**config.mk**
```make
export PLATFORM = sky130hd
export DESIGN_NAME = baser_rx
export DESIGN_NICKNAME = d
export VERILOG_FILES = /design/src/design/baser_pkg.sv /design/src/design/block_decoder.sv /design/src/design/crc32_check.sv /design/src/design/rx_frame_fsm.sv /design/src/design/baser_rx.sv
export SDC_FILE = /design/constraint.sdc
export NUM_CORES = 1
export LEC_CHECK = 0
export ABC_AREA = 0
export BUFFER_PORTS_ARGS = -buffer_cell sky130_fd_sc_hd__clkbuf_2
export CORE_ASPECT_RATIO = 1.1
export CORE_MARGIN = 5
export CORE_UTILIZATION = 30
export DETAILED_ROUTE_END_ITERATION = 12
export PLACE_DENSITY = 0.47
export REMOVE_ABC_BUFFERS = 1
export SLEW_MARGIN = 20
export SYNTH_ARGS = -nofsm -noshare
export SYNTH_HDL_FRONTEND = slang
export SYNTH_HIERARCHICAL = 1
export SYNTH_SLANG_ARGS = --single-unit
```
**constraint.sdc**
```tcl
create_clock -name clk -period 14.71 [get_ports clk]
set_input_delay 2.942 -clock clk [delete_from_list [all_inputs] [get_ports clk]]
set_output_delay 2.942 -clock clk [all_outputs]
set_load 0.005 [all_outputs]
```
**src/design/baser_pkg.sv**
```systemverilog
// widths, sync header and block type codes, CRC constants and receive states for the 10GBASE-R receiver
`default_nettype none

package baser_pkg;

    typedef logic [63:0] word_t;
    typedef logic [7:0]  keep_t;
    typedef logic [1:0]  sync_hdr_t;
    typedef logic [7:0]  block_type_t;
    typedef logic [2:0]  lane_t;
    typedef logic [31:0] crc_t;
    typedef logic [15:0] pkt_len_t;

    localparam sync_hdr_t SYNC_DATA = 2'b10;
    localparam sync_hdr_t SYNC_CTRL = 2'b01;

    localparam block_type_t BLOCK_CTRL     = 8'h1e;
    localparam block_type_t BLOCK_OS_4     = 8'h2d;
    localparam block_type_t BLOCK_START_4  = 8'h33;
    localparam block_type_t BLOCK_OS_START = 8'h66;
    localparam block_type_t BLOCK_OS_04    = 8'h55;
    localparam block_type_t BLOCK_START_0  = 8'h78;
    localparam block_type_t BLOCK_OS_0     = 8'h4b;
    // terminate types, index is the lane of the /T/ character
    localparam block_type_t BLOCK_TERM_0   = 8'h87;
    localparam block_type_t BLOCK_TERM_1   = 8'h99;
    localparam block_type_t BLOCK_TERM_2   = 8'haa;
    localparam block_type_t BLOCK_TERM_3   = 8'hb4;
    localparam block_type_t BLOCK_TERM_4   = 8'hcc;
    localparam block_type_t BLOCK_TERM_5   = 8'hd2;
    localparam block_type_t BLOCK_TERM_6   = 8'he1;
    localparam block_type_t BLOCK_TERM_7   = 8'hff;

    // six preamble bytes and the SFD, lanes 1 to 7 of the start block
    localparam logic [55:0] PREAMBLE_SFD = 56'hd5_5555_5555_5555;

    // 04c11db7 in reflected form
    localparam crc_t CRC_POLY = 32'hedb8_8320;

    // entry k matches when the FCS ends in byte k of the word, zero padded above
    localparam logic [7:0][31:0] CRC_RESIDUE = {
        ~32'h2144df1c,
        ~32'hc622f71d,
        ~32'hb1c2a1a3,
        ~32'h9d6cdf7e,
        ~32'h6522df69,
        ~32'he60914ae,
        ~32'he38a6876,
        ~32'h6b87b1ec
    };

    typedef enum logic [1:0] {
        RX_IDLE,
        RX_PAYLOAD,
        RX_LAST
    } rx_state_t;

endpackage

`default_nettype wire

```
**src/design/block_decoder.sv**
```systemverilog
// block header and type checks, framing tracking, terminate detection and the input pipeline
`default_nettype none

module block_decoder (
    input  wire logic                 clk,
    input  wire logic                 reset_crc,
    input  wire baser_pkg::word_t     encoded_data,
    input  wire baser_pkg::sync_hdr_t encoded_hdr,
    output baser_pkg::word_t          word_d0,
    output baser_pkg::word_t          word_d1,
    output logic                      start_d1,
    output logic                      term_present,
    output logic                      term_first,
    output baser_pkg::lane_t          term_lane,
    output baser_pkg::lane_t          term_lane_d0,
    output logic                      framing_error,
    output logic                      stat_err_bad_block
);
    import baser_pkg::*;

    block_type_t block_type;
    logic        is_data;
    logic        is_ctrl;
    logic        type_ok;
    logic        term_hit;
    lane_t       lane_in;
    logic        term_in;
    logic        start_in;
    word_t       data_masked;
    logic        in_frame;
    logic        in_frame_next;
    logic        fe_in;
    logic        fe_d0;
    logic        fe_d1;
    logic        start_d0;

    assign block_type = encoded_data[7:0];
    assign is_data = encoded_hdr == SYNC_DATA;
    assign is_ctrl = encoded_hdr == SYNC_CTRL;
    assign term_in = is_ctrl && term_hit;
    // lane 0 start with a clean preamble only
    assign start_in = is_ctrl && block_type == BLOCK_START_0
        && encoded_data[63:8] == PREAMBLE_SFD;
    assign framing_error = fe_d0 || fe_d1;

    always_comb begin
        type_ok = 1'b1;
        term_hit = 1'b0;
        lane_in = '0;
        case (block_type)
            BLOCK_TERM_0: term_hit = 1'b1;
            BLOCK_TERM_1: {term_hit, lane_in} = {1'b1, 3'd1};
            BLOCK_TERM_2: {term_hit, lane_in} = {1'b1, 3'd2};
            BLOCK_TERM_3: {term_hit, lane_in} = {1'b1, 3'd3};
            BLOCK_TERM_4: {term_hit, lane_in} = {1'b1, 3'd4};
            BLOCK_TERM_5: {term_hit, lane_in} = {1'b1, 3'd5};
            BLOCK_TERM_6: {term_hit, lane_in} = {1'b1, 3'd6};
            BLOCK_TERM_7: {term_hit, lane_in} = {1'b1, 3'd7};
            BLOCK_CTRL, BLOCK_OS_4, BLOCK_START_4, BLOCK_OS_START,
            BLOCK_OS_04, BLOCK_START_0, BLOCK_OS_0: type_ok = 1'b1;
            default: type_ok = 1'b0;
        endcase
    end

    // drop the type byte, keep only the data lanes before /T/
    always_comb begin
        data_masked = encoded_data;
        if (term_in) begin
            data_masked = (encoded_data >> 8) & ~({64{1'b1}} << {lane_in, 3'b000});
        end
    end

    always_comb begin
        fe_in = in_frame;
        in_frame_next = 1'b0;
        if (is_data) begin
            fe_in = !in_frame;
            in_frame_next = in_frame;
        end else if (term_in) begin
            fe_in = !in_frame;
        end else if (is_ctrl && block_type == BLOCK_START_0) begin
            in_frame_next = 1'b1;
        end
    end

    always_ff @(posedge clk) begin
        word_d0 <= data_masked;
        word_d1 <= word_d0;
        term_lane <= lane_in;
        term_lane_d0 <= term_lane;
    end

    always_ff @(posedge clk) begin
        if (reset_crc) begin
            in_frame <= 1'b0;
            fe_d0 <= 1'b0;
            fe_d1 <= 1'b0;
            start_d0 <= 1'b0;
            start_d1 <= 1'b0;
            term_present <= 1'b0;
            term_first <= 1'b0;
            stat_err_bad_block <= 1'b0;
        end else begin
            in_frame <= in_frame_next;
            fe_d0 <= fe_in;
            fe_d1 <= fe_d0;
            start_d0 <= start_in;
            start_d1 <= start_d0;
            term_present <= term_in;
            term_first <= term_in && lane_in <= 3'd4;
            stat_err_bad_block <= !(is_data || (is_ctrl && type_ok));
        end
    end

endmodule

`default_nettype wire

```
**src/design/crc32_check.sv**
```systemverilog
// running CRC-32 over the pipeline word and the per-lane residue match flags
`default_nettype none

module crc32_check (
    input  wire logic             clk,
    input  wire logic             reset_crc,
    input  wire baser_pkg::word_t word_d0,
    input  wire logic             crc_clear,
    output logic [7:0]            crc_match,
    output logic [7:0]            crc_match_saved
);
    import baser_pkg::*;

    crc_t crc_state;
    crc_t crc_next;

    // bit-serial reflected Galois step, lane 0 bit 0 first
    function automatic crc_t crc_advance(crc_t state, word_t data);
        crc_t c;
        c = state;
        for (int i = 0; i < 64; i++) begin
            if (c[0] ^ data[i]) begin
                c = (c >> 1) ^ CRC_POLY;
            end else begin
                c = c >> 1;
            end
        end
        return c;
    endfunction

    assign crc_next = crc_advance(crc_state, word_d0);

    always_comb begin
        for (int k = 0; k < 8; k++) begin
            crc_match[k] = crc_next == CRC_RESIDUE[k];
        end
    end

    always_ff @(posedge clk) begin
        if (reset_crc) begin
            crc_state <= '1;
            crc_match_saved <= '0;
        end else begin
            if (crc_clear) begin
                crc_state <= '1;
            end else begin
                crc_state <= crc_next;
            end
            crc_match_saved <= crc_match;
        end
    end

endmodule

`default_nettype wire

```
**src/design/rx_frame_fsm.sv**
```systemverilog
// receive FSM, length counter, oversize check, output stream registers and status pulses
`default_nettype none

module rx_frame_fsm (
    input  wire logic                clk,
    input  wire logic                reset_crc,
    input  wire baser_pkg::word_t    word_d1,
    input  wire logic                start_d1,
    input  wire logic                term_present,
    input  wire logic                term_first,
    input  wire baser_pkg::lane_t    term_lane,
    input  wire baser_pkg::lane_t    term_lane_d0,
    input  wire logic                framing_error,
    input  wire logic [7:0]          crc_match,
    input  wire logic [7:0]          crc_match_saved,
    input  wire logic                rx_enable,
    input  wire baser_pkg::pkt_len_t max_pkt_len,
    output logic                     crc_clear,
    output baser_pkg::word_t         rx_tdata,
    output baser_pkg::keep_t         rx_tkeep,
    output logic                     rx_tvalid,
    output logic                     rx_tlast,
    output logic                     rx_tuser,
    output baser_pkg::pkt_len_t      stat_pkt_len,
    output logic                     stat_pkt_good,
    output logic                     stat_pkt_bad,
    output logic                     stat_err_bad_fcs,
    output logic                     stat_err_oversize,
    output logic                     stat_err_framing
);
    import baser_pkg::*;

    localparam pkt_len_t WORD_BYTES = 16'd8;

    rx_state_t   state;
    rx_state_t   state_next;
    pkt_len_t    frame_len;
    pkt_len_t    len_next;
    pkt_len_t    len_limit;
    pkt_len_t    limit_next;
    logic        oversize;
    logic        oversize_next;
    logic [16:0] len_sum;
    pkt_len_t    len_add;
    logic        end_frame;
    logic        cut_frame;
    logic        crc_ok;
    keep_t       tkeep_next;
    logic        tvalid_next;
    logic        tlast_next;
    logic        tuser_next;
    pkt_len_t    stat_len_next;
    logic        good_next;
    logic        bad_next;
    logic        fcs_next;
    logic        framing_next;

    // count runs one word ahead, on the block behind word_d1
    assign len_sum = {1'b0, frame_len} + (term_present ? 17'(term_lane) : 17'(WORD_BYTES));
    assign len_add = len_sum[16] ? '1 : len_sum[15:0];

    always_comb begin
        state_next = state;
        crc_clear = 1'b0;
        len_next = frame_len;
        limit_next = len_limit;
        oversize_next = oversize;
        end_frame = 1'b0;
        cut_frame = 1'b0;
        crc_ok = 1'b0;
        tkeep_next = '0;
        tvalid_next = 1'b0;
        tlast_next = 1'b0;
        tuser_next = 1'b0;
        stat_len_next = '0;
        good_next = 1'b0;
        bad_next = 1'b0;
        fcs_next = 1'b0;
        framing_next = 1'b0;

        case (state)
            RX_IDLE: begin
                crc_clear = 1'b1;
                len_next = '0;
                limit_next = max_pkt_len;
                oversize_next = 1'b0;
                if (start_d1 && rx_enable) begin
                    crc_clear = 1'b0;
                    len_next = WORD_BYTES;
                    state_next = RX_PAYLOAD;
                end
            end
            RX_PAYLOAD: begin
                tvalid_next = 1'b1;
                tkeep_next = '1;
                len_next = len_add;
                oversize_next = oversize || len_add > len_limit;
                if (framing_error) begin
                    end_frame = 1'b1;
                    cut_frame = 1'b1;
                end else if (term_present && term_first) begin
                    // FCS ends in this beat
                    end_frame = 1'b1;
                    tkeep_next = 8'hff >> (3'd4 - term_lane);
                    if (term_lane == 3'd0) begin
                        crc_ok = crc_match_saved[7];
                    end else begin
                        crc_ok = crc_match[term_lane - 3'd1];
                    end
                end else if (term_present) begin
                    state_next = RX_LAST;
                end
            end
            RX_LAST: begin
                // trailing bytes of lane 5 to 7 terminates
                tvalid_next = 1'b1;
                tkeep_next = 8'hff >> (3'd4 - term_lane_d0);
                crc_ok = crc_match_saved[term_lane_d0 - 3'd1];
                end_frame = 1'b1;
            end
            default: state_next = RX_IDLE;
        endcase

        if (end_frame) begin
            crc_clear = 1'b1;
            state_next = RX_IDLE;
            tlast_next = 1'b1;
            tuser_next = cut_frame || !crc_ok || oversize_next;
            stat_len_next = len_next;
            good_next = !tuser_next;
            bad_next = tuser_next;
            fcs_next = !cut_frame && !crc_ok;
            framing_next = cut_frame;
        end
    end

    always_ff @(posedge clk) begin
        frame_len <= len_next;
        len_limit <= limit_next;
        oversize <= oversize_next;
        rx_tdata <= word_d1;
        rx_tkeep <= tkeep_next;
        rx_tlast <= tlast_next;
        rx_tuser <= tuser_next;
        stat_pkt_len <= stat_len_next;
    end

    always_ff @(posedge clk) begin
        if (reset_crc) begin
            state <= RX_IDLE;
            rx_tvalid <= 1'b0;
            stat_pkt_good <= 1'b0;
            stat_pkt_bad <= 1'b0;
            stat_err_bad_fcs <= 1'b0;
            stat_err_oversize <= 1'b0;
            stat_err_framing <= 1'b0;
        end else begin
            state <= state_next;
            rx_tvalid <= tvalid_next;
            stat_pkt_good <= good_next;
            stat_pkt_bad <= bad_next;
            stat_err_bad_fcs <= fcs_next;
            stat_err_oversize <= end_frame && oversize_next;
            stat_err_framing <= framing_next;
        end
    end

endmodule

`default_nettype wire

```
**src/design/baser_rx.sv**
```systemverilog
// top level of the 10GBASE-R frame receiver, decoder, CRC checker and receive FSM
`default_nettype none

module baser_rx (
    input  wire logic                 clk,
    input  wire logic                 reset_crc,
    input  wire baser_pkg::word_t     encoded_data,
    input  wire baser_pkg::sync_hdr_t encoded_hdr,
    input  wire logic                 rx_enable,
    input  wire baser_pkg::pkt_len_t  max_pkt_len,
    output baser_pkg::word_t          rx_tdata,
    output baser_pkg::keep_t          rx_tkeep,
    output logic                      rx_tvalid,
    output logic                      rx_tlast,
    output logic                      rx_tuser,
    output baser_pkg::pkt_len_t       stat_pkt_len,
    output logic                      stat_pkt_good,
    output logic                      stat_pkt_bad,
    output logic                      stat_err_bad_fcs,
    output logic                      stat_err_oversize,
    output logic                      stat_err_framing,
    output logic                      stat_err_bad_block
);
    import baser_pkg::*;

    word_t      word_d0;
    word_t      word_d1;
    logic       start_d1;
    logic       term_present;
    logic       term_first;
    lane_t      term_lane;
    lane_t      term_lane_d0;
    logic       framing_error;
    logic       crc_clear;
    logic [7:0] crc_match;
    logic [7:0] crc_match_saved;

    block_decoder i_block_decoder (
        .clk,
        .reset_crc,
        .encoded_data,
        .encoded_hdr,
        .word_d0,
        .word_d1,
        .start_d1,
        .term_present,
        .term_first,
        .term_lane,
        .term_lane_d0,
        .framing_error,
        .stat_err_bad_block
    );

    crc32_check i_crc32_check (
        .clk,
        .reset_crc,
        .word_d0,
        .crc_clear,
        .crc_match,
        .crc_match_saved
    );

    rx_frame_fsm i_rx_frame_fsm (
        .clk,
        .reset_crc,
        .word_d1,
        .start_d1,
        .term_present,
        .term_first,
        .term_lane,
        .term_lane_d0,
        .framing_error,
        .crc_match,
        .crc_match_saved,
        .rx_enable,
        .max_pkt_len,
        .crc_clear,
        .rx_tdata,
        .rx_tkeep,
        .rx_tvalid,
        .rx_tlast,
        .rx_tuser,
        .stat_pkt_len,
        .stat_pkt_good,
        .stat_pkt_bad,
        .stat_err_bad_fcs,
        .stat_err_oversize,
        .stat_err_framing
    );

endmodule

`default_nettype wire

```
# [Word-level counts from Yosys, hierarchy flattened]
# Index checks and enable logic that the tools add are counted.
[classes] add_sub_neg=5 order_cmp=4 n_eq_ne=32 shift=3 mux=104 bitwise=132 n_reduce_logical=28
[op_table] op="$mux W32" count=64
[op_table] op="$not A13 Y14" count=64
[op_table] op="$eq A32 B32 Y1 const B" count=3
[op_table] op="$and A56 B64 Y64" count=1
[op_table] op="$eq A32 B29 Y1 const B" count=2
[op_table] op="$eq A32 B31 Y1 const B" count=2
[op_table] op="$eq A8 B8 Y1 const B" count=8
[op_table] op="$mux W64" count=1
[op_table] op="$not A64 Y64" count=1
[op_table] op="$shl A64 B6 Y64 const A" count=1
[op_table] op="$xor A1 B1 Y1" count=64
[op_table] op="$eq A56 B56 Y1 const B" count=1
[op_table] op="$eq A32 B30 Y1 const B" count=1
[op_table] op="$eq A8 B7 Y1 const B" count=4
[op_table] op="$pmux W16 S2" count=1
[op_table] op="$mux W1" count=21
[op_table] op="$pmux W3 S7" count=1
[op_table] op="$add A16 B17 Y17" count=1
[op_table] op="$eq A8 B6 Y1 const B" count=2
[op_table] op="$gt A16 B16 Y1" count=1
[op_table] op="$mux W16" count=1
[op_table] op="$mux W8" count=2
[op_table] op="$pmux W8 S2" count=1
[op_table] op="$shr A8 B3 Y8 const A" count=2
[op_table] op="24 further kinds" count=58
[totals] reg_bits=313

# [Logic depth before layout (Yosys ltp)]
# Gate-level depths: netlist of the first run.
[depth] ltp_word=139 mapped_depth=23

# [Modules after synthesis]
# The synthesis of the first run kept the hierarchy.
[modules_own_cells] module="crc32_check" instances=1 cells_per_inst=714 area_per_inst_um2=9117.5 seq_area_each_um2=800.8
[modules_own_cells] module="rx_frame_fsm" instances=1 cells_per_inst=426 area_per_inst_um2=4768.3 seq_area_each_um2=2782.7
[modules_own_cells] module="block_decoder" instances=1 cells_per_inst=413 area_per_inst_um2=4570.6 seq_area_each_um2=2842.7

# [Worst setup path after synthesis of the first run]
# Ideal clock, no wire load.
[synth_timing] path_type="reg-to-reg" from="register i_block_decoder.word_d0[2]" to="register i_rx_frame_fsm.stat_pkt_good" arrival_ns=7.761 t_required_ns=14.630 setup_slack_ns=6.869 stages_incl_launch_ff=22 n_path_buf=0 synth_period_minus_slack_ns=7.841 path_cell_list="dfxtp_1 -> xor2_4 -> xnor3_1 -> xnor3_1 -> xor2_1 -> xnor2_1 -> xor3_2 -> xnor2_1 -> xnor2_1 -> xor2_1 -> xor3_1 -> xor2_1 -> xor3_1 -> or4b_1 -> or4b_1 -> nand4b_1 -> nor3_1 -> mux4_1 -> mux2_2 -> o2111ai_2 -> a21oi_1 -> nor3b_1"
[synth_between] elab_chain_cells=101
[synth_rtl] element="start: declaration" line_no="block_decoder.sv:9" text="output baser_pkg::word_t word_d0,"
[synth_rtl] element="start signal: assignment" line_no="block_decoder.sv:87" text="word_d0 <= data_masked;"
[synth_rtl] element="$xor A1 B1 Y1 *" line_no="crc32_check.sv:22" text="if (c[0] ^ data[i]) begin"
[synth_rtl] element="$mux W32 * (6 in a row)" line_no="crc32_check.sv:22"
[synth_rtl] element="$xor A1 B1 Y1 (tied with other cells)" line_no="crc32_check.sv:22"
[synth_rtl] element="$mux W32 *" line_no="crc32_check.sv:22"
[synth_rtl] element="$not A13 Y14 (no source line) / $mux W32 (equally long branches)"
[synth_rtl] element="$mux W32 *" line_no="crc32_check.sv:22"
[synth_rtl] element="$not A13 Y14 (no source line) / $mux W32 (equally long branches)"
[synth_rtl] element="$mux W32 * (2 in a row)" line_no="crc32_check.sv:22"
[synth_rtl] element="(+77 left out)"
[synth_rtl] element="named net crc_match[0]" line_no="baser_rx.sv:35" text="logic [7:0] crc_match;"
[synth_rtl] element="(+1 left out)"
[synth_rtl] element="$mux W1 (not written as such) *" line_no="rx_frame_fsm.sv:108" text="crc_ok = crc_match[term_lane - 3'd1];"
[synth_rtl] element="$mux W1 *" line_no="rx_frame_fsm.sv:105" text="if (term_lane == 3'd0) begin"
[synth_rtl] element="$mux W1 *" line_no="rx_frame_fsm.sv:101" text="end else if (term_present && term_first) begin"
[synth_rtl] element="$mux W1 *" line_no="rx_frame_fsm.sv:98" text="if (framing_error) begin"
[synth_rtl] element="$pmux W1 S2 *" line_no="rx_frame_fsm.sv:81" text="case (state)"
[synth_rtl] element="$logic_not A1 Y1 *" line_no="rx_frame_fsm.sv:128" text="tuser_next = cut_frame || !crc_ok || oversize_next;"
[synth_rtl] element="$logic_or A1 B1 Y1 * (2 in a row)" line_no="rx_frame_fsm.sv:128"
[synth_rtl] element="$logic_not A1 Y1 *" line_no="rx_frame_fsm.sv:130" text="good_next = !tuser_next;"
[synth_rtl] element="end signal: assignment" line_no="rx_frame_fsm.sv:160" text="stat_pkt_good <= good_next;"
[synth_rtl] element="end: declaration" line_no="rx_frame_fsm.sv:25" text="output logic stat_pkt_good,"
# Mark *: on every way through the listed nets, which the timed path passes. The select of a mux whose other input is x is not followed.
# A chain may end at the register's enable or synchronous reset.

# [Worst setup path after layout of the first run]
# Ends and elaborated chain as after synthesis.

==> results of run 1 <==
==> per-layer routing <==
metal / global-route usage, % / up-vias / wire [µm] / share of wire, %
li1: - / 5729 / - / -
met1: 22.9 / 5869 / 25900 / 45
met2: 27.9 / 341 / 27000 / 47
met3: 1.77 / 77 / 2550 / 4.5
met4: 4.61 / 0 / 1600 / 2.8
met5: 0 / - / 0 / 0
==> metrics by stage <==
| step | setup slack, ns | area, µm² | hold slack, ns | utilization, % | cells |
|---|---|---|---|---|---|
| after global routing | 4.43 | 21400 | 0.325 | 35.1 | 2594 |
| final | 4.88 | 21400 | 0.322 | 35.1 | 2594 |
| after detailed placement | 4.87 | 20300 | 0.312 | 33.3 | 2534 |
| after CTS | 4.79 | 21400 | 0.325 | 35.1 | 2594 |
| after global placement | 4.85 | 20300 | 0.311 | 33.3 | 2534 |
| after floorplan | 6.80 | 18300 | 0.310 | - | 1523 |
==> worst reg2reg max path, stage by stage, from the launching register on <==
cell                        delay [ns]
sky130_fd_sc_hd__dfxtp_1          0.44
sky130_fd_sc_hd__xor2_4           0.40
sky130_fd_sc_hd__xnor3_1          0.57
sky130_fd_sc_hd__xnor2_1          0.70
sky130_fd_sc_hd__xor2_1           0.31
sky130_fd_sc_hd__xnor2_1          0.70
sky130_fd_sc_hd__xor3_2           0.71
sky130_fd_sc_hd__xnor2_1          0.65
sky130_fd_sc_hd__xnor2_1          0.36
sky130_fd_sc_hd__xor2_1           0.56
sky130_fd_sc_hd__xor3_1           0.62
sky130_fd_sc_hd__xor2_1           0.64
sky130_fd_sc_hd__xor3_1           0.59
sky130_fd_sc_hd__or4b_1           0.49
sky130_fd_sc_hd__or4b_1           0.56
sky130_fd_sc_hd__nand4b_1         0.25
sky130_fd_sc_hd__nor3_1           0.22
sky130_fd_sc_hd__mux4_1           0.24
sky130_fd_sc_hd__mux2_2           0.15
sky130_fd_sc_hd__o2111ai_2        0.15
sky130_fd_sc_hd__a21oi_1          0.27
sky130_fd_sc_hd__nor3b_1          0.20
==> flip-flops by register name, indices dropped and copies added, names as in the netlist, 2 cells and up <==
signal / cells
i_crc32_check/crc_match_saved: 8
i_block_decoder/word_d1: 64
i_block_decoder/word_d0: 64
i_rx_frame_fsm/state: 2
i_rx_frame_fsm/stat_pkt_len: 16
i_rx_frame_fsm/rx_tdata: 64
i_rx_frame_fsm/len_limit: 16
i_rx_frame_fsm/rx_tkeep: 8
i_crc32_check/crc_state: 32
i_block_decoder/term_lane: 3
i_block_decoder/term_lane_d0: 3
i_rx_frame_fsm/frame_len: 16
==> layout by cell type, fill, tap and decap left out, drive strengths merged, types with 13 or more instances in the layout <==
cell,n
dfxtp,297
xnor2,249
clkbuf,227
xnor3,160
nand2,119
xor2,94
inv,87
mux2i,47
a21oi,44
nor2,37
ha,36
xor3,31
nand3,28
nor4,26
nor3,26
nand4,25
and2,21
edfxtp,16
nor2b,13
==> cells in the mapped netlist (24+ instances only) <==
master                      n  area, µm²
sky130_fd_sc_hd__nor3_1    24        120
sky130_fd_sc_hd__ha_1      36        450
sky130_fd_sc_hd__nand3_1   28        140
sky130_fd_sc_hd__inv_1     81        304
sky130_fd_sc_hd__nor2_1    37        139
sky130_fd_sc_hd__mux2i_1   47        470
sky130_fd_sc_hd__nand2_1  118        443
sky130_fd_sc_hd__xnor2_1  237       2080
sky130_fd_sc_hd__dfxtp_1  297       5950
sky130_fd_sc_hd__xor2_1    85        744
sky130_fd_sc_hd__nor4_1    25        156
sky130_fd_sc_hd__xnor3_1  158       3560
sky130_fd_sc_hd__nand4_1   25        156
sky130_fd_sc_hd__a21oi_1   44        220
sky130_fd_sc_hd__xor3_1    28        666
==> final cells by class <==
| type | instances | area, µm² | area share [%] |
|---|---|---|---|
| clock buffer | 46 | 1010 | 4.71 |
| clock inverter | 14 | 124 | 0.578 |
| inverter | 86 | 323 | 1.51 |
| multi-input combinational | 1124 | 11600 | 54.0 |
| sequential | 313 | 6430 | 30.0 |
| tap | 824 | 1030 | 4.81 |
| timing repair buffer | 187 | 951 | 4.44 |
==> worst max-delay path by stage <==
stage / cells after the start / slack, ns / to
2_1_floorplan: 21 / 6.80 / i_rx_frame_fsm/stat_pkt_good
3_3_place_gp: 21 / 4.85 / i_rx_frame_fsm/stat_pkt_good
3_5_place_dp: 21 / 4.87 / i_rx_frame_fsm/stat_pkt_good
4_1_cts: 21 / 4.79 / i_rx_frame_fsm/stat_pkt_good
5_1_grt: 21 / 4.43 / i_rx_frame_fsm/stat_pkt_good
6_report: 21 / 4.88 / i_rx_frame_fsm/stat_pkt_good
==> cell families after synthesis <==
group | after synthesis | synth area share [%]
buffers and inverters | 116 | 2.61
DFF | 313 | 34.8
xor gates and xnor gates | 534 | 40.9
muxes | 60 | 3.63
AOI/OAI and AO/OA | 127 | 4.89
adders and majority gates | 37 | 2.55
and+or+nand+nor | 366 | 10.6
==> results summary, run 1 <==
The flow ran to the end, and the final reports show no timing, DRC or antenna violations. In this run, the number of DRC markers left after iteration 0 of detailed routing was ~970. The transition at the pin with the smallest max-transition slack came out at approximately 1.2 ns. Static timing analysis puts the maximum clock frequency at around 100 MHz. The largest net degree at the start of global routing came out at 50. The sum of routed wire length over all layers is 57000 µm. Of the available clock period, the critical path in the final layout requires 66.8%. Setup repair after global routing left no endpoint under its margin. The reg-to-reg setup timing slack is 4.88 ns. The largest fanout on the critical path is 10. The floorplan step set the die width to 246 µm.

The unique cell type count in the Yosys netlist is between 80 and 90. The number of max-slew violations in the final report is 0. The proportion of layout cells with a drive suffix above 1 came out at 17.0%.

The clock network latency to the later pin of the worst-skew pair came out at 0.52 ns. Compared with the post-synthesis result, the final layout area differs by 16.1%. The final antenna-violating net count came out at 0. The critical path contains buffers and inverters numbering 0 combined. Routability-driven placement finished with a final weighted congestion of 0.920. The number of cell instances on the worst register-to-register path is 21. The worst register-to-register path ends at i_rx_frame_fsm/stat_pkt_good. The count of final setup violators is 0. The worst hold path begins at i_block_decoder/word_d1[6].

The number of antenna diodes in the final layout is 0. The number of cell rows came out at 95. Each instance of the synthesized netlist takes up on average 11.9 µm². The share of flip-flops with an asynchronous set or reset after synthesis is 0%. STA classifies the critical path startpoint as a flip-flop. Traced cell by cell, the critical path runs through xor2_4 -> xnor3_1 -> xnor2_1 -> xor2_1 -> xnor2_1 -> xor3_2 -> xnor2_1 -> xnor2_1 -> xor2_1 -> xor3_1 -> xor2_1 -> xor3_1 -> or4b_1 -> or4b_1 -> nand4b_1 -> nor3_1 -> mux4_1 -> mux2_2 -> o2111ai_2 -> a21oi_1 -> nor3b_1. The count of filler cells inserted in the layout came out at 6057.

The number of gates resized after CTS came out at 0. In this design, the largest share of critical-path delay is due to XOR/XNOR gates. The detail-routed via count per cell came out at about 4.6. The die extent in y came out at 270 µm. The tree built by TritonCTS fans out to around 310 sinks. The reg-to-reg critical path startpoint is i_block_decoder/word_d0[2]. Synthesis produced a netlist whose cell count is 1553.

The effective utilization at floorplan came out at 30.3%. The area of the placeable core is 61000 µm². The number of flops mapped to enable cells by yosys came out at 16.

The number of buffers inserted during clock tree synthesis is 34. In the synthesized netlist the dominant register cell turns out to be sky130_fd_sc_hd__dfxtp_1. Sequential cells were found to cover a little over a third of the synthesized design area.

The total setup buffers inserted after CTS is 0. The required time of the critical path came out at 15.14 ns. The number of global-route vias before repair is 12572.

The cell with the most instances on the worst path is sky130_fd_sc_hd__xnor2_1. The overall routing resource usage came out at 16.6%. Synthesis inferred around 310 register bits.

The cell at the slowest stage of the critical path is sky130_fd_sc_hd__xnor2_1. The type of the worst min-delay path is flip-flop to flip-flop. The number of failing hold endpoints at the final stage came to 0. At the end of the flow, the number of nets in the layout was 1868. The number of warnings reported in the yosys synthesis log is 6. The worst hold path terminates at i_rx_frame_fsm/rx_tdata[6].

The I/O pin total came out at 182. The detailed placement HPWL came out at 46000 µm. The first TritonRoute pass finished after 5 iterations.

TritonCTS built the clock tree. The buffer levels on the longest clock path came out at 3. For this design, the CTS-stage hold fixing added 0 buffers. The cell sitting at the root of the clock tree is a sky130_fd_sc_hd__clkbuf_16. The mean routed wirelength per cell came out at approximately 22 µm. The initial antenna violation count is 0. The number of stages on the worst hold path is 0. The signal arrival time at the worst endpoint came out at 10.26 ns. The total grt overflow came out at 0.

The critical path is of the flip-flop to flip-flop type. In this run the worst setup path begins at i_block_decoder/word_d0[2]. The DRC violation count after routing is 0. Summing over every cut layer, the via total after detailed routing is 12016. The die area is 66600 µm². The number of port buffers came out at around 180. Measured against its own limit, the worst slew margin works out to 20.7%. The worst setup path is captured at a flip-flop. For this run, the slowest stage of the critical path takes 0.70 ns. The clock period minus final worst setup slack came out at 9.83 ns. The clock tree skew after final layout came out at 0.0149 ns. The total number of H-tree levels came out at 2. The first global-routing pass estimated about 84000 µm of wire. Summed over all failing endpoints, the final setup total negative slack is 0 ns. Across the run, the number of max-cap violations was 0. The netlist area before placement came out at approximately 18000 µm². The clock-pin slew on the worst setup and hold paths came out at 0.06 ns.
Power of run 1 is not shown: default switching activity piles up to over one toggle a cycle in this logic, so the estimate is an artifact.
==> inputs of run 2 (changes only) <==
--- a/config.mk
+++ b/config.mk
@@ -11,7 +11,7 @@
 export CORE_MARGIN = 5
 export CORE_UTILIZATION = 30
 export DETAILED_ROUTE_END_ITERATION = 12
-export PLACE_DENSITY = 0.47
+export PLACE_DENSITY = 0.49
 export REMOVE_ABC_BUFFERS = 1
 export SLEW_MARGIN = 20
 export SYNTH_ARGS = -nofsm -noshare
==> constraint.sdc (replaced) <==
create_clock -name clk -period 9 [get_ports clk]
set_input_delay 1.8 -clock clk [delete_from_list [all_inputs] [get_ports clk]]
set_output_delay 1.8 -clock clk [all_outputs]
set_load 0.005 [all_outputs]
==> run 2 against run 1 <==
Net effect: first-iteration DRC count is 5.0% lower; global-route usage is 0.18 points lower; worst hold slack better by 0.00068 ns; count of clock-buffer cells in the layout increased by 1; setup slack got worse by 4.6 ns; critical path type unchanged; critical endpoint unchanged; largest cell class unchanged.
==> results summary, run 2 (synthesis gave the netlist of run 1 again) <==
The area of the placeable core is 61000 µm² (unchanged). The clock period minus final worst setup slack came out at 8.69 ns (-1.14 ns). The transition at the pin with the smallest max-transition slack is 1.23 ns (+0.0456 ns).

The mean routed wirelength per cell is 21.5 µm (-2.0%). STA classifies the critical path startpoint as a flip-flop. The die width came to 246 µm (unchanged).

The number of port buffers is 181 (unchanged). The detailed placement HPWL is 45700 µm (-0.57%). The number of cell instances on the worst register-to-register path is 21 (unchanged). The flow ran to the end, and the final reports show no timing, DRC or antenna violations. The effective utilization at floorplan came to 30.3% (unchanged). The sum of routed wire length over all layers came to 56600 µm (-0.76%). The overall routing resource usage is 16.5% (-0.18 points). The library cell used most frequently in the layout, excluding fill and tap cells, is sky130_fd_sc_hd__dfxtp_1. The DRC violation count after routing is 0 (unchanged).

The final instance area came out at 21700 µm² (+1.5%). The top cell types in the final layout, fill and taps aside, are 296 x sky130_fd_sc_hd__dfxtp_1, 232 x sky130_fd_sc_hd__xnor2_1, 181 x sky130_fd_sc_hd__clkbuf_2. The worst hold path belongs to the class flip-flop to flip-flop. TritonCTS built the clock tree.

The clock network latency to the later pin of the worst-skew pair came to 0.52 ns (about the same). The hold buffer count at CTS came to 0 (unchanged). The number of clock sinks is 313 (unchanged). The die area is 66600 µm² (unchanged). The worst relative slew slack is 17.6% (-3.1 points). The clock tree skew after final layout was 0.0225 ns (+0.00758 ns). The number of failing hold endpoints at the final stage is 0 (unchanged). The final net count is 1905 (+2.0%). The start point of the critical path is i_crc32_check/crc_state[5]. The upper clock frequency limit came out at 115 MHz (+13%).

The count of max-cap constraint violations came out at 0 (unchanged). The buffer levels on the longest clock path is 3 (unchanged). The signal arrival time at the worst endpoint came to 9.11 ns (-1.15 ns). The number of cell rows came to 95 (unchanged).

The largest fanout on the critical path came to 7 (-3). The number of instances in the placed design came out at 2569 (+1.4%). The root buffer cell chosen for the clock tree is sky130_fd_sc_hd__clkbuf_16. The detail-routed via count per cell came to 4.69 (+1.3%). The number of global-route vias before repair came to 12663 (+0.72%). The clock-pin slew on the worst setup and hold paths came out at 0.06 ns (about the same). The largest net degree at the start of global routing came out at 50 (unchanged). The worst setup path is captured at a flip-flop. The count of routing violations after the opening detailed-route iteration is 922 (-5.0%). The I/O pin total came out at 182 (unchanged). The post-place instance area came out at 20600 µm² (+1.3%). In this run the critical register-to-register path is captured at i_rx_frame_fsm/stat_pkt_good. The path type of the worst setup path is flip-flop to flip-flop. The filler-free cell count of the finished design came out at 2628 (+1.3%). The total grt overflow came out at 0 (unchanged).

The number of buffers inserted during clock tree synthesis came out at 34 (unchanged). The total number of H-tree levels came to 2 (unchanged). The number of max-slew violations in the final report is 0 (unchanged).

The die extent in y is 270 µm (unchanged). The period utilization was 96.5% (+30 points). Setup repair after global routing left no endpoint under its margin. The required time of the critical path came out at 9.42 ns (-5.72 ns). The initial antenna violation count is 0 (unchanged). The final antenna-violating net count came to 0 (unchanged). The count of final setup violators came out at 0 (unchanged). The first-pass iteration count of the detailed router came out at 6 (+1). The largest registers in the layout are i_block_decoder/word_d0 (64), i_block_decoder/word_d1 (64), i_rx_frame_fsm/rx_tdata (64). Compared with the post-synthesis result, the final layout area differs by 17.8%. The reg-to-reg critical path startpoint is i_crc32_check/crc_state[5]. The global-route wire length before repair is 83200 µm (-0.94%). The total vias in the final route came out at 12336 (+2.7%). The reg-to-reg setup timing slack came out at 0.31 ns (-4.57 ns). The capturing instance or port of the critical path is i_rx_frame_fsm/stat_pkt_good. The proportion of layout cells with a drive suffix above 1 is 18.9% (+1.9 points). The routability congestion estimate from global placement was 0.897 (-2.5%).
==> run 2: critical path, cell delays in order, from the launching register on <==
cell and delay [ns]:
sky130_fd_sc_hd__dfxtp_1 0.50, sky130_fd_sc_hd__xor2_4 0.35, sky130_fd_sc_hd__xnor3_1 0.63, sky130_fd_sc_hd__xnor3_1 0.47, sky130_fd_sc_hd__xor2_4 0.23, sky130_fd_sc_hd__xnor2_2 0.42
sky130_fd_sc_hd__xor3_2 0.65, sky130_fd_sc_hd__xor3_1 0.52, sky130_fd_sc_hd__xnor3_1 0.34, sky130_fd_sc_hd__xnor3_1 0.38, sky130_fd_sc_hd__xor3_1 0.49, sky130_fd_sc_hd__xnor3_1 0.59
sky130_fd_sc_hd__xor3_1 0.41, sky130_fd_sc_hd__or4b_1 0.59, sky130_fd_sc_hd__or4b_1 0.54, sky130_fd_sc_hd__nand4b_1 0.24, sky130_fd_sc_hd__nor3_1 0.22, sky130_fd_sc_hd__mux4_1 0.24
sky130_fd_sc_hd__mux2_2 0.15, sky130_fd_sc_hd__o2111ai_2 0.15, sky130_fd_sc_hd__a21oi_1 0.28, sky130_fd_sc_hd__nor3b_1 0.21
==> run 2: repair_timing <==
action / in CTS / in global routing
pin swaps: 1 / 1
setup endpoints to repair: 3 / 4
gates resized for setup: 3 / 11
buffers inserted: 2 / 0
==> run 2: layer usage <==
metal	vias up	track usage, %	wire length (µm)
met2	416	27.6	26900
met1	6024	22.5	25000
met3	88	2.11	3120
li1	5808	-	-
met4	0	4.30	1510
met5	-	0	0
==> run 2: worst min-delay path by stage <==
| stage | end | start | depth (start not counted) |
|---|---|---|---|
| 6_report | i_rx_frame_fsm/rx_tdata[23] | i_block_decoder/word_d1[23] | 0 |
| 5_1_grt | i_rx_frame_fsm/rx_tdata[40] | i_block_decoder/word_d1[40] | 0 |
| 4_1_cts | i_rx_frame_fsm/rx_tdata[11] | i_block_decoder/word_d1[11] | 0 |
| 3_5_place_dp | i_rx_frame_fsm/rx_tdata[53] | i_block_decoder/word_d1[53] | 0 |
| 3_3_place_gp | i_rx_frame_fsm/rx_tdata[46] | i_block_decoder/word_d1[46] | 0 |
| 2_1_floorplan | i_rx_frame_fsm/rx_tdata[0] | i_block_decoder/word_d1[0] | 0 |
==> run 2: area by class of cell <==
class,count,area (µm²)
Antenna cell,1,2.50
Clock buffer,47,971
Clock inverter,9,109
Fill cell,6063,39200
Inverter,86,323
Multi-Input combinational cell,1124,11700
Sequential cell,313,6430
Tap cell,824,1030
Timing Repair Buffer,224,1230
==> run 2: per-stage QoR <==
| step | setup slack (ns) | utilization, % | setup TNS, ns | hold slack (ns) |
|---|---|---|---|---|
| floorplan | 1.09 | - | 0 | 0.310 |
| detailed placement | -0.114 | 33.7 | -0.243 | 0.312 |
| global placement | -0.0463 | 33.7 | -0.0983 | 0.312 |
| global route | 0.00881 | 35.7 | 0 | 0.330 |
| finish | 0.312 | 35.7 | 0 | 0.323 |
| CTS | 0.0516 | 35.5 | 0 | 0.322 |
Power of run 2 is left out for the same reason.
==> inputs of run 3 (changes only) <==
--- a/config.mk
+++ b/config.mk
@@ -8,7 +8,7 @@
 export ABC_AREA = 0
 export BUFFER_PORTS_ARGS = -buffer_cell sky130_fd_sc_hd__clkbuf_2
 export CORE_ASPECT_RATIO = 1.1
-export CORE_MARGIN = 5
+export CORE_MARGIN = 2
 export CORE_UTILIZATION = 30
 export DETAILED_ROUTE_END_ITERATION = 12
 export PLACE_DENSITY = 0.49
==> run 3 against run 2 <==
Net effect: count of clock-buffer cells in the layout decreased by 1; cell area increased by 0.48%; first-iteration DRC count decreased by 7.7%; die area decreased by 4.6%; maximum frequency increased by 0.85%; final cell count increased by 0.34%; sequential cell count unchanged; sequential share of layout area decreased by 0.15 points; register-to-register slack improved by 0.07 ns; critical endpoint unchanged; highest routed layer unchanged.
==> results summary, run 3 (synthesis gave the netlist of run 1 again) <==
The I/O pin total was 182 (unchanged). The post-place instance area came to 20600 µm² (+0.15%). The setup path with the least slack is of type flip-flop to flip-flop.

The final net count came out at 1911 (+0.31%). The effective utilization at floorplan is 30.3% (unchanged). The hold buffer count at CTS is 0 (unchanged). The initial antenna violation count is 0 (unchanged). The number of cell rows was 95 (unchanged). The upper clock frequency limit came to 116 MHz (+0.85%). The run finished with clean final reports. TritonCTS built the clock tree. The routability congestion estimate from global placement is 0.889 (-0.89%). The largest net degree at the start of global routing is 50 (unchanged). The number of buffers inserted during clock tree synthesis came out at 34 (unchanged). The sum of routed wire length over all layers came to 57200 µm (+1.1%). The die width came out at 240 µm (-2.4%). The count of final setup violators came out at 0 (unchanged).

The worst setup margin is 0.386 ns (+0.0734 ns). The number of failing hold endpoints at the final stage is 0 (unchanged). The total grt overflow came out at 0 (unchanged). The final antenna-violating net count came out at 0 (unchanged). The endpoint class of the critical path is a flip-flop.

The largest registers in the layout are i_block_decoder/word_d0 (64), i_block_decoder/word_d1 (64), i_rx_frame_fsm/rx_tdata (64). The required time of the critical path is 9.43 ns (about the same). The count of routing violations after the opening detailed-route iteration is 851 (-7.7%). The antenna diode count came out at 0 (-1).

The overall routing resource usage is 17.8% (+1.3 points). The area of the placeable core is 61000 µm² (unchanged). The clock-pin slew on the worst setup and hold paths came out at 0.06 ns (about the same). The signal arrival time at the worst endpoint was 9.05 ns (-0.06 ns). The DRC violation count after routing is 0 (unchanged).

The total vias in the final route is 12266 (-0.57%). The first-pass iteration count of the detailed router came out at 5 (-1). The detailed placement HPWL is 45800 µm (+0.11%). In this run the worst hold path is classified as flip-flop to flip-flop.

The count of filler cells inserted in the layout came out at 6039 (-0.40%). The final instance area is 21900 µm² (+0.48%). The transition at the pin with the smallest max-transition slack came out at 1.05 ns (-0.180 ns). The area of the multi-input gates is 11700 µm² (+0.17%). The total number of H-tree levels is 2 (unchanged). The number of global-route vias before repair came out at 12575 (-0.69%). The number of port buffers is 181 (unchanged). The clock period minus final worst setup slack is 8.61 ns (-0.0734 ns). The worst setup path is launched from a flip-flop. The period utilization is 95.7% (-0.82 points). The die extent in y is 264 µm (-2.2%). The global-route wire length before repair is 83500 µm (+0.34%).

The number of max-slew violations in the final report is 0 (unchanged). Leaving out fill and tap cells, the most frequent cells in the layout are 297 x sky130_fd_sc_hd__dfxtp_1, 227 x sky130_fd_sc_hd__xnor2_1, 181 x sky130_fd_sc_hd__clkbuf_2. The synthesis-to-layout area growth came out at 18.4%.

The buffer levels on the longest clock path came to 3 (unchanged). The largest fanout on the critical path came out at 6 (-1). The root buffer cell chosen for the clock tree is sky130_fd_sc_hd__clkbuf_16. The die area is 63500 µm² (-4.6%). The count of max-cap constraint violations is 0 (unchanged).

The clock tree skew after final layout is 0.0281 ns (+0.00556 ns). Leaving out fill and tap cells, the most frequent cell in the layout is sky130_fd_sc_hd__dfxtp_1. The proportion of layout cells with a drive suffix above 1 is 19.5% (+0.67 points). The mean routed wirelength per cell is 21.7 µm (+0.76%). The detail-routed via count per cell is 4.65 (-0.91%). The worst relative slew slack came out at 29.7% (+12 points). The footprint of the flip-flops and latches came out at 6430 µm² (about the same). The clock network latency to the later pin of the worst-skew pair came out at 0.53 ns (about the same). The number of clock sinks is 313 (unchanged). The pre-CTS setup slack is -0.0363 ns (+0.0772 ns).
-- run 3: cell count changes in the layout (fill, tap and decap cells not counted), sizes merged --
| cell | before | now |
|---|---|---|
| clkbuf | 228 | 227 |
| inv | 86 | 87 |
| bufinv | 2 | 4 |
| clkinv | 5 | 7 |
| buf | 43 | 49 |
| diode | 1 | 0 |
-- run 3: path summary, 6_finish.rpt --
| path | depth (start not counted) | startpoint | endpoint | slack (ns) |
|---|---|---|---|---|
| max | 23 | i_block_decoder/word_d0[2] | i_rx_frame_fsm/stat_pkt_good | 0.39 |
| min | 0 | i_block_decoder/word_d1[15] | i_rx_frame_fsm/rx_tdata[15] | 0.32 |
| max reg2reg | 23 | i_block_decoder/word_d0[2] | i_rx_frame_fsm/stat_pkt_good | 0.39 |
| min reg2reg | 0 | i_block_decoder/word_d1[15] | i_rx_frame_fsm/rx_tdata[15] | 0.32 |
-- run 3: timing repair --
item	CTS	global route
setup buffers	0	4
pin swaps	0	1
endpoints found under the setup margin	3	4
resized for setup	2	16
-- run 3: critical path, cell delays in order, from the launching register on --
cell and delay [ns]:
sky130_fd_sc_hd__dfxtp_1 0.40, sky130_fd_sc_hd__xor2_4 0.23, sky130_fd_sc_hd__xnor3_1 0.58, sky130_fd_sc_hd__xor3_1 0.56, sky130_fd_sc_hd__xnor2_4 0.36, sky130_fd_sc_hd__xor3_2 0.57, sky130_fd_sc_hd__xor3_2 0.53, sky130_fd_sc_hd__xnor3_1 0.42
sky130_fd_sc_hd__xnor3_2 0.60, sky130_fd_sc_hd__buf_4 0.20, sky130_fd_sc_hd__xor2_1 0.20, sky130_fd_sc_hd__xnor3_1 0.56, sky130_fd_sc_hd__xnor3_2 0.39, sky130_fd_sc_hd__inv_2 0.17, sky130_fd_sc_hd__xnor3_1 0.47, sky130_fd_sc_hd__xnor3_1 0.26
sky130_fd_sc_hd__or2_2 0.33, sky130_fd_sc_hd__nand4b_1 0.30, sky130_fd_sc_hd__nor4_1 0.35, sky130_fd_sc_hd__mux4_1 0.26, sky130_fd_sc_hd__mux2_2 0.16, sky130_fd_sc_hd__o2111ai_2 0.15, sky130_fd_sc_hd__a21oi_1 0.26, sky130_fd_sc_hd__nor3b_1 0.20
-- run 3: cell type report --
| class | instances | share of cell area [%] |
|---|---|---|
| Clock inverter | 14 | 0.893 |
| Multi-Input combinational cell | 1124 | 53.4 |
| Timing Repair Buffer | 230 | 5.83 |
| Clock buffer | 46 | 4.24 |
| Tap cell | 824 | 4.72 |
| Sequential cell | 313 | 29.4 |
| Inverter | 86 | 1.48 |
-- run 3: per-layer routing --
metal  up-vias  wire [µm]  global-route usage [%]
li1       5824          -                       -
met1      5966      25600                    24.1
met2       397      26900                    29.2
met3        79       3170                    2.51
met4         0       1540                    5.42
met5         -          0                       0
-- run 3: through the flow --
step | TNS, ns | cells | utilization, % | hold WS [ns]
after CTS | 0 | 2633 | 35.6 | 0.325
after global placement | -0.000342 | 2573 | 33.8 | 0.312
final | 0 | 2637 | 35.8 | 0.322
after global routing | -0.0108 | 2637 | 35.8 | 0.328
after floorplan | 0 | 1523 | - | 0.310
after detailed placement | -0.0363 | 2573 | 33.8 | 0.312
Power of run 3 is left out for the same reason.
